[config.mk]
export PLATFORM = sky130hd
export DESIGN_NAME = rnn_output_stage
export DESIGN_NICKNAME = d
export VERILOG_FILES = /design/src/source/rnn_pkg.sv /design/src/source/rnn_mac_sat.sv /design/src/source/rnn_output_stage.sv
export SDC_FILE = /design/constraint.sdc
export NUM_CORES = 2
export LEC_CHECK = 0
export ABC_AREA = 0
export BUFFER_PORTS_ARGS = -buffer_cell sky130_fd_sc_hd__buf_2
export CAP_MARGIN = 10
export CORE_UTILIZATION = 35
export DETAILED_ROUTE_END_ITERATION = 7
export PLACE_DENSITY = 0.55
export SLEW_MARGIN = 10
export SYNTH_ARGS = -nofsm -noshare
export SYNTH_HDL_FRONTEND = slang
export SYNTH_HIERARCHICAL = 1
export SYNTH_SLANG_ARGS = --single-unit
export TNS_END_PERCENT = 30
[constraint.sdc]
create_clock -name clk -period 0.8 [get_ports clk]
set_input_delay 0.08 -clock clk [delete_from_list [all_inputs] [get_ports clk]]
set_output_delay 0.08 -clock clk [all_outputs]
set_load 0.02 [all_outputs]
[src/source/rnn_pkg.sv]
`default_nettype none

package rnn_pkg;

	// --------------------------------------------------
	// sequencer states
	// --------------------------------------------------
	typedef enum logic [1:0] {
		st_idle,
		st_load,
		st_calc
	} ctrl_state_t;

	// --------------------------------------------------
	// network shape
	// --------------------------------------------------
	// vector length and matrix order
	localparam int N_DIM = 3;
	// time steps per sequence
	localparam int N_STEP = 3;
	// elements streamed per sequence
	localparam int N_ELEM = N_DIM * N_DIM;
	// hidden rows of all steps plus the trailing output rows
	localparam int CALC_CYCLES = N_STEP * N_DIM + N_DIM;

	// select widths
	localparam int IDX_W = 4;
	localparam int ROW_W = 2;

endpackage

`default_nettype wire

[src/source/rnn_mac_sat.sv]
`timescale 1ns/100ps
`default_nettype none

module rnn_mac_sat #(
	parameter int DATA_W  = 16,
	parameter int FRAC_W  = 8,
	parameter int N_TERMS = 3
) (
	input  logic signed [DATA_W-1:0] a_vec [N_TERMS],
	input  logic signed [DATA_W-1:0] b_vec [N_TERMS],
	output logic signed [DATA_W-1:0] acc
);

	localparam int PROD_W = 2 * DATA_W;
	// room for the carries of all terms
	localparam int SUM_W  = PROD_W + $clog2(N_TERMS) + 1;

	localparam logic signed [SUM_W-1:0] SAT_MAX = SUM_W'({(DATA_W-1){1'b1}});
	localparam logic signed [SUM_W-1:0] SAT_MIN = -SAT_MAX - 1;

	logic signed [SUM_W-1:0] sum;
	logic signed [SUM_W-1:0] scaled;

	always_comb begin
		logic signed [PROD_W-1:0] prod;
		sum = '0;
		for (int i = 0; i < N_TERMS; i++) begin
			prod = a_vec[i] * b_vec[i];
			sum  = sum + prod;
		end
	end

	// drop the extra fraction bits, rounds toward minus infinity
	assign scaled = sum >>> FRAC_W;

	always_comb begin
		if (scaled > SAT_MAX) begin
			acc = SAT_MAX[DATA_W-1:0];
		end else if (scaled < SAT_MIN) begin
			acc = SAT_MIN[DATA_W-1:0];
		end else begin
			acc = scaled[DATA_W-1:0];
		end
	end

endmodule

`default_nettype wire

[src/source/rnn_output_stage.sv]
`timescale 1ns/100ps
`default_nettype none

module rnn_output_stage
	import rnn_pkg::*;
#(
	parameter int DATA_W = 16,
	parameter int FRAC_W = 8
) (
	input  logic                     clk,
	input  logic                     rst_n,
	input  logic                     out_en,
	input  logic        [ROW_W-1:0]  out_row,
	input  logic signed [DATA_W-1:0] v_row [N_DIM],
	input  logic signed [DATA_W-1:0] h_cur [N_DIM],
	output logic                     out_valid,
	output logic signed [DATA_W-1:0] out
);

	logic signed [DATA_W-1:0] y_pre;
	logic signed [DATA_W-1:0] y_relu;

	// V row against the committed state
	rnn_mac_sat #(
		.DATA_W  (DATA_W),
		.FRAC_W  (FRAC_W),
		.N_TERMS (N_DIM)
	) u_mac (
		.a_vec (v_row),
		.b_vec (h_cur),
		.acc   (y_pre)
	);

	assign y_relu = y_pre[DATA_W-1] ? '0 : y_pre;

	// --------------------------------------------------
	// output register
	// --------------------------------------------------
	always_ff @(posedge clk or negedge rst_n) begin
		if (!rst_n) begin
			out_valid <= 1'b0;
			out       <= '0;
		end else begin
			out_valid <= out_en;
			out       <= out_en ? y_relu : '0;
		end
	end

endmodule

`default_nettype wire

==> run_results.csv <==
group,metric,value,unit
cells_and_area,fill_cells,8767,
floorplanning,die_h,302,um
logic_synthesis,synth_top_cell_by_area,"fa_1",
route,ant_nets,0,
route,firstDrtPassIters,8,
timing,slew_violations,0,
outcome,outcome,"finished, violations left",
global_routing,grt_util_all_layers,0.199,
min_path,min_path_type,"input pin to flip-flop",
global_routing,grt_max_degree,17,
timing,fin_crit,8.01,ns
route,routed_wl,85600,um
worst_setup_path,path_class,"input pin to flip-flop",
logic_synthesis,synth_top_family_by_area,"adder cells",
cells_and_area,fin_nets,4892,
floorplanning,dieArea,91000,sq um
clock_tree,cts_buffer_depth,2,
timing,fmax,0.125,GHz
worst_setup_path,critPathMostFrequentCell,"fa_1",
logic_synthesis,ys_ff_latch,16,
floorplanning,start_util,0.355,
cells_and_area,stdcell_area,37300,sq um
outcome,violations,"DRC, setup timing",
worst_setup_path,cp.depth,32,
logic_synthesis,ys.flop_type,"dfrtp_1",
global_routing,grt_overflow,0,
logic_synthesis,yosys_warnings,6,
global_routing,antenna_found_initial,9,
place,numPortBuffers,114,
global_routing,grt_pass1_wl,138000,um
worst_setup_path,cp.arrival,8.19,ns
min_path,hold_depth,1,
worst_setup_path,crit_path_max_incr_delay,0.58,ns
worst_setup_path,path_max_fanout,8,
worst_setup_path,crit_path_start_kind,"input pin",
floorplanning,core,88600,sq um
timing,final-setup-viol-count,31,
timing,fin_crit_sh,10.0,
logic_synthesis,yosys.area_share.adder,0.671,
logic_synthesis,synth-xor-area-share,0.0128,
clock_tree,clock_sinks,16,
logic_synthesis,syn_nets,4501,
route,drt_iter0_drc,1011,
logic_synthesis,synth_compound_area_frac,0.0239,
cells_and_area,drive_above_1_share,0.186,
clock_tree,cts-root-buf,"clkbuf_16",
route,route.detailed.drc,3,
logic_synthesis,synth_cells,3272,
logic_synthesis,muxShareOfSynthArea,0,
clock_tree,cts_made_buffers,3,
cells_and_area,multi_input_area,27500,sq um
worst_setup_path,worstPathRequired,0.98,ns
place,post-place-ws,-7.87,ns
timing,holdWs,0.0984,ns
logic_synthesis,ys_top_cells_by_area,"fa_1, inv_1, and2_1",
clock_tree,clkSlewWorstSetupHoldPaths,0.05,ns
floorplanning,num_rows,109,
route,viasPerCell,4.51,
worst_setup_path,crit_family,"adder cells",
place,dp_hpwl,79400,um
timing,rsz0062_at_grt,"yes",
logic_synthesis,syn_area,31400,sq um
logic_synthesis,avgSynthCellArea,9.61,sq um
worst_setup_path,cp_num_buf_inv,10,
floorplanning,die_w,302,um
cells_and_area,finish.utilization,0.421,
logic_synthesis,synth_cell_types,64,
clock_tree,htreeDepth,1,
logic_synthesis,yosysSeqAreaShare,0.0127,
route,vias,21800,
timing,hold_violations,0,
route,wire_per_inst,17.7,um
place,place_area,36000,sq um
cells_and_area,area_delta_synth_final,18.7,%
cells_and_area,regArea,400,sq um
flow_run,cap_violations,0,
worst_setup_path,cp_slowest_cell,"fa_1",
clock_tree,tritoncts,"done",
logic_synthesis,synth_top_area_share,0.593,
logic_synthesis,yosys.area_share.simple,0.144,
logic_synthesis,async_reset_ff_frac,1.00,
floorplanning,io_pins,118,
worst_setup_path,critPathCaptureType,"flip-flop",
logic_synthesis,synth-edff-count,0,
timing,setup_ws,-7.21,ns
cells_and_area,final_common_cell,"inv_1",
place,gp_congestion,0.870,
global_routing,grt_pass1_vias,24100,
cells_and_area,final_cell_mix,"inv_1, fa_1, and2_1",
## cells in the mapped netlist (3+ instances only)
cell type     n
inv_1      1018
fa_1        931
and2_1      402
nand2_1     342
ha_1        197
clkbuf_1    102
xnor2_1      30
nand2b_1     28
a21oi_1      21
nor2_1       19
o21ai_0      18
dfrtp_1      16
nor2b_1      14
xor2_1       14
nand3_1      12
and3b_1      11
o21ai_2      10
a21o_1        5
and3_1        5
nand4_1       5
a211o_1       4
a211oi_1      4
and3b_2       4
o21a_1        4
o21bai_1      4
buf_4         3
nor3_1        3
## what timing repair did
item / in CTS / in global routing
cloned: 1 / 0
pin swaps: 99 / 96
hold buffers: 1 / 0
setup endpoints to repair: 31 / 31
gates resized for setup: 173 / 106
hold endpoints to repair: 16 / 0
setup buffers: 17 / 3
## sequential cells by signal, summed over array words and instances, names as in the netlist
signal,count
out,15
out_valid,1
## logic make-up after synthesis
group | count (synthesis)
compound gates | 99
flops | 16
fa+ha+maj | 1128
simple gates | 857
buf+inv | 1126
other cells | 1
xor+xnor | 45
## metal layers
layer	GRT usage	wire [um]	vias up
li1	-	-	9906
met1	0.261	35400	11400
met2	0.355	44400	352
met3	0.0260	4150	78
met4	0.0297	1540	12
met5	0	87	-
## through the flow
step	cells	TNS, ns
after floorplan	3272	-108.56
after global placement	4802	-116.31
after detailed placement	4802	-117.15
after CTS	4824	-108.23
after global routing	4829	-112.43
final	4829	-108.20
## final timing paths
path | start | end
max | h_cur[0] | out[9]
min | out_en | out_valid
max in group asynchronous | rst_n | out[1]
min in group asynchronous | rst_n | out[12]
## final cells by class
cell class / count / area share
Inverter: 1018 / 0.103
Tap cell: 1165 / 0.0391
Timing Repair Buffer: 494 / 0.107
Clock buffer: 4 / 0.00238
Sequential cell: 16 / 0.0107
Antenna cell: 2 / 0.000134
Multi-Input combinational cell: 2130 / 0.737
Power is left out: the tool's default activity adds up to more than one toggle a clock period on the data nets, which glitch-free logic cannot reach.
