<file path="src/source/rnn_pkg.sv">
`default_nettype none

package rnn_pkg;

	// --------------------------------------------------
	// sequencer states
	// --------------------------------------------------
	typedef enum logic [1:0] {
		st_idle,
		st_load,
		st_calc
	} ctrl_state_t;

	// --------------------------------------------------
	// network shape
	// --------------------------------------------------
	// vector length and matrix order
	localparam int N_DIM = 3;
	// time steps per sequence
	localparam int N_STEP = 3;
	// elements streamed per sequence
	localparam int N_ELEM = N_DIM * N_DIM;
	// hidden rows of all steps plus the trailing output rows
	localparam int CALC_CYCLES = N_STEP * N_DIM + N_DIM;

	// select widths
	localparam int IDX_W = 4;
	localparam int ROW_W = 2;

endpackage

`default_nettype wire

</file>
<file path="src/source/rnn_ctrl.sv">
`timescale 1ns/100ps
`default_nettype none

module rnn_ctrl
	import rnn_pkg::*;
(
	input  logic             clk,
	input  logic             rst_n,
	input  logic             in_valid,
	output logic             load_en,
	output logic [IDX_W-1:0] load_idx,
	output logic             start,
	output logic             hid_en,
	output logic [ROW_W-1:0] hid_step,
	output logic [ROW_W-1:0] hid_row,
	output logic             out_en,
	output logic [ROW_W-1:0] out_row
);

	ctrl_state_t      state_q;
	ctrl_state_t      state_nxt;
	logic [IDX_W-1:0] load_cnt;
	logic [IDX_W-1:0] load_nxt;
	logic [IDX_W-1:0] calc_cnt;
	logic [IDX_W-1:0] calc_nxt;
	logic             hid_nxt;
	logic             out_nxt;

	// --------------------------------------------------
	// next state and counters
	// --------------------------------------------------
	always_comb begin
		state_nxt = state_q;
		load_nxt  = load_cnt;
		calc_nxt  = calc_cnt;
		case (state_q)
			st_idle: begin
				// element 0 is written on this same edge
				if (in_valid) begin
					state_nxt = st_load;
					load_nxt  = IDX_W'(1);
				end
			end
			st_load: begin
				if (in_valid) begin
					if (load_cnt == IDX_W'(N_ELEM - 1)) begin
						state_nxt = st_calc;
						load_nxt  = '0;
						calc_nxt  = '0;
					end else begin
						load_nxt = load_cnt + IDX_W'(1);
					end
				end
			end
			st_calc: begin
				if (calc_cnt == IDX_W'(CALC_CYCLES - 1)) begin
					state_nxt = st_idle;
					calc_nxt  = '0;
				end else begin
					calc_nxt = calc_cnt + IDX_W'(1);
				end
			end
			default: begin
				state_nxt = st_idle;
			end
		endcase
	end

	// hidden rows first, output rows trail by one step
	assign hid_nxt = (state_nxt == st_calc) && (calc_nxt < IDX_W'(N_STEP * N_DIM));
	assign out_nxt = (state_nxt == st_calc) && (calc_nxt >= IDX_W'(N_DIM));

	always_ff @(posedge clk or negedge rst_n) begin
		if (!rst_n) begin
			state_q  <= st_idle;
			load_cnt <= '0;
			calc_cnt <= '0;
			hid_en   <= 1'b0;
			hid_step <= '0;
			hid_row  <= '0;
			out_en   <= 1'b0;
			out_row  <= '0;
		end else begin
			state_q  <= state_nxt;
			load_cnt <= load_nxt;
			calc_cnt <= calc_nxt;
			hid_en   <= hid_nxt;
			hid_step <= hid_nxt ? ROW_W'(calc_nxt / N_DIM) : '0;
			hid_row  <= hid_nxt ? ROW_W'(calc_nxt % N_DIM) : '0;
			out_en   <= out_nxt;
			out_row  <= out_nxt ? ROW_W'(calc_nxt % N_DIM) : '0;
		end
	end

	// --------------------------------------------------
	// load side follows in_valid directly
	// --------------------------------------------------
	assign load_en  = in_valid && (state_q != st_calc);
	assign load_idx = load_cnt;
	assign start    = in_valid && (state_q == st_idle);

endmodule

`default_nettype wire

</file>
<file path="config.mk">
export PLATFORM = sky130hd
export DESIGN_NAME = rnn_ctrl
export DESIGN_NICKNAME = d
export VERILOG_FILES = /design/src/source/rnn_pkg.sv /design/src/source/rnn_ctrl.sv
export SDC_FILE = /design/constraint.sdc
export NUM_CORES = 1
export LEC_CHECK = 0
export BUFFER_PORTS_ARGS = -buffer_cell sky130_fd_sc_hd__buf_2
export CORE_ASPECT_RATIO = 1.5
export CORE_MARGIN = 1
export CORE_UTILIZATION = 50
export CTS_CLUSTER_DIAMETER = 40
export DETAILED_ROUTE_END_ITERATION = 10
export PLACE_DENSITY = 0.74
export SYNTH_ARGS = -nofsm -noshare
export SYNTH_HDL_FRONTEND = slang
export SYNTH_SLANG_ARGS = --single-unit
</file>
<file path="constraint.sdc">
create_clock -name clk -period 3.1 [get_ports clk]
set_input_delay 0.31 -clock clk [delete_from_list [all_inputs] [get_ports clk]]
set_output_delay 0.31 -clock clk [all_outputs]
set_load 0.01 [all_outputs]
</file>
==> metrics.cfg <==
[floorplanning]
die_x_um=41.3
die_area_um2=2510
core_um2=2210
rows=21
die_y_um=60.9
pin_count=17
start_util_pct=52.4

[setup_path]
r2r_start=load_idx[0]
max_stage_delay_ns=0.40
endpoint_kind=register
crit_family=compound AO/OA/AOI/OAI gates
critPathLaunch=load_idx[0]
crit_buf_inv=3
path_class=reg2reg
cp_slowest_cell=dfrtp_1
crit_fanout=5
cp_data_required_time_ns=3.27
cp_cell_sequence=inv_2 -> ha_4 -> nand4b_1 -> a21bo_4 -> buf_4 -> a22oi_2 -> buf_4 -> nor2_4 -> ha_4 -> ha_2 -> a21o_1 -> a221oi_2 -> ha_2 -> a31oi_4 -> mux2i_1
cp-start-kind=register
arrival_ns=3.12

[sta]
tns_ns=0
relSlewSlack_pct=65.3
drv_slew=0
min_period_over_period_pct=95.2
period_minus_slack_ns=2.95
tightest_slew_ns=0.518
fmax_mhz=339
clock_skew_ns=0.0108
finalHoldViolCount=0
setup_viol_count_final=0
hold-worst-slack_ns=0.366

[placement]
io_buffers=16
place.gp.congestion=0.786
place_hpwl_um=1900

[drt]
ant_nets=0
drt_pre_antenna_iters=4
wl_um=2340
drtIter0Drc=14
wire_per_inst_um=13.8
vias_per_cell=5.69
route.detailed.drc=0
vias=968

[synthesis]
ys_warn_count=0
postSynth.asyncResetShare_pct=100
synth_edf_count=0
synthCells=110
synth_top_flop_cell=dfrtp_1
yosysSeqAreaShare_pct=39.0
ys_seq_elements=18
syn_area_um2=1160
synth_nets=124
synth_cell_types=41
syn_avg_cell_area_um2=10.5

[clocking]
path_clk_slew_ns=0.09
ctsRootBufferMaster=clkbuf_4
htreeDepth=1
cts_tree=yes
cts_buffer_depth=2
clkLatencyLatePin_ns=0.29
cts.sinks=18
cts_inserted_buffers=3

[power_and_ir_drop]
p_int_uw=555
power.switching_uw=299
leakage_uw=0.000756
p_seq_share_pct=34.2
vdd_drop_max_mv=0.250
combinationalPowerShare_pct=49.4
power_frac_clock_pct=16.3
p_per_area_nw_per_um2=566
p_sw_share_pct=35.0

[layout]
multi_input_area_um2=733
area_delta_synth_final_pct=30.4
drive_above_1_share_pct=46.3
num_antenna_cells=0
register_area_um2=450
fillCellCount=181
layout_common_cells=18 x dfrtp_1, 17 x buf_4, 16 x buf_2
layout_commonest_cell=dfrtp_1
final_nets=162

[grt]
grt_max_degree=19
grt_pass1_wl_um=3460
antenna_found_initial=0
grt.overflow.total=0
grt_pass1_vias=884
grt_usage_pct=20.6

[run_status]
run_status=complete, no violations

[hold_path]
hp-class=in2reg
min_from=in_valid

[flow_run]
drv_cap=0

[power groups by stage]
stage                     combinational, µW  sequential [µW]  clock (µW)
after floorplan                         182              316           0
after global placement                  326              293           0
after detailed placement                341              296           0
after CTS                               344              291         144
after global routing                    470              298         151
final                                   422              292         140
[logic make-up after synthesis]
kind of cell	synth area share [%]
simple gates	20.0
compound gates	19.9
flops	39.0
buf+inv	4.87
fa+ha+maj	11.9
mux	4.33
[per-layer routing]
metal | wire [µm] | vias to the layer above | share of wire, % | global-route usage [%]
li1 | - | 470 | - | -
met1 | 827 | 474 | 35 | 17.5
met2 | 1460 | 21 | 62 | 42.6
met3 | 37 | 3 | 1.6 | 1.10
met4 | 21 | 0 | 0.90 | 9.68
met5 | 0 | - | 0 | 0
[sequential cells by signal (all words and copies together) (netlist names)]
signal and count:
hid_row 2, hid_step 2, hid_en 1, out_row 2, state_q 2, calc_cnt 4
out_en 1, load_idx 4
[worst paths after layout]
path,to,slack [ns],depth (start not counted)
worst min register to register,load_idx[0],0.58,2
max in group asynchronous,hid_row[0],2.36,2
worst max-delay path,hid_row[0],0.15,15
min in group asynchronous,hid_step[0],0.46,2
worst min-delay path,load_idx[1],0.37,2
worst max register to register,hid_row[0],0.15,15
[Yosys cell counts, types with 2 or more instances]
library cell / number / area, µm²
inv_1: 9 / 33.8
nor2_1: 5 / 18.8
nand2_1: 12 / 45.0
a21o_1: 2 / 15.0
a21oi_1: 2 / 10.0
mux2i_1: 5 / 50.1
nor3_1: 5 / 25.0
nand3_1: 2 / 10.0
a221oi_1: 2 / 17.5
a31oi_1: 3 / 18.8
o21ai_0: 3 / 15.0
nand3b_1: 2 / 15.0
nor2_2: 2 / 12.5
inv_2: 2 / 7.51
dfrtp_1: 18 / 450
ha_1: 11 / 138
[worst reg2reg max path, cell delays in order (launching register included)]
cell,delay (ns)
dfrtp_1,0.40
inv_2,0.08
ha_4,0.12
nand4b_1,0.14
a21bo_4,0.26
buf_4,0.14
a22oi_2,0.16
buf_4,0.16
nor2_4,0.04
ha_4,0.16
ha_2,0.20
a21o_1,0.19
a221oi_2,0.33
ha_2,0.25
a31oi_4,0.06
mux2i_1,0.15
[final cells by class]
cell class	count	share of cell area [%]
inverters	11	2.74
multi-input cells	80	48.6
flip-flops and latches	18	29.9
well taps	23	1.91
clock buffers	4	2.41
repair buffers	34	14.4
[through the flow]
stage	setup WS (ns)	instances	instance area, µm²	total power, µW	utilization (%)
after floorplan	0.0360	110	1160	498	-
after global placement	0.0604	161	1350	619	61.1
after detailed placement	-0.0503	161	1350	637	61.1
after CTS	0.00510	167	1400	779	63.5
after global routing	-0.00394	170	1510	919	68.3
final	0.150	170	1510	854	68.3
[repair_timing]
item	4_1_cts	5_1_grt
pin swaps	2	9
gates cloned	0	0
hold buffers	1	0
endpoints found under the hold margin	18	0
setup endpoints to repair	5	5
setup buffers	1	3
gates resized for setup	0	20
(Power assumes the default switching activity.)
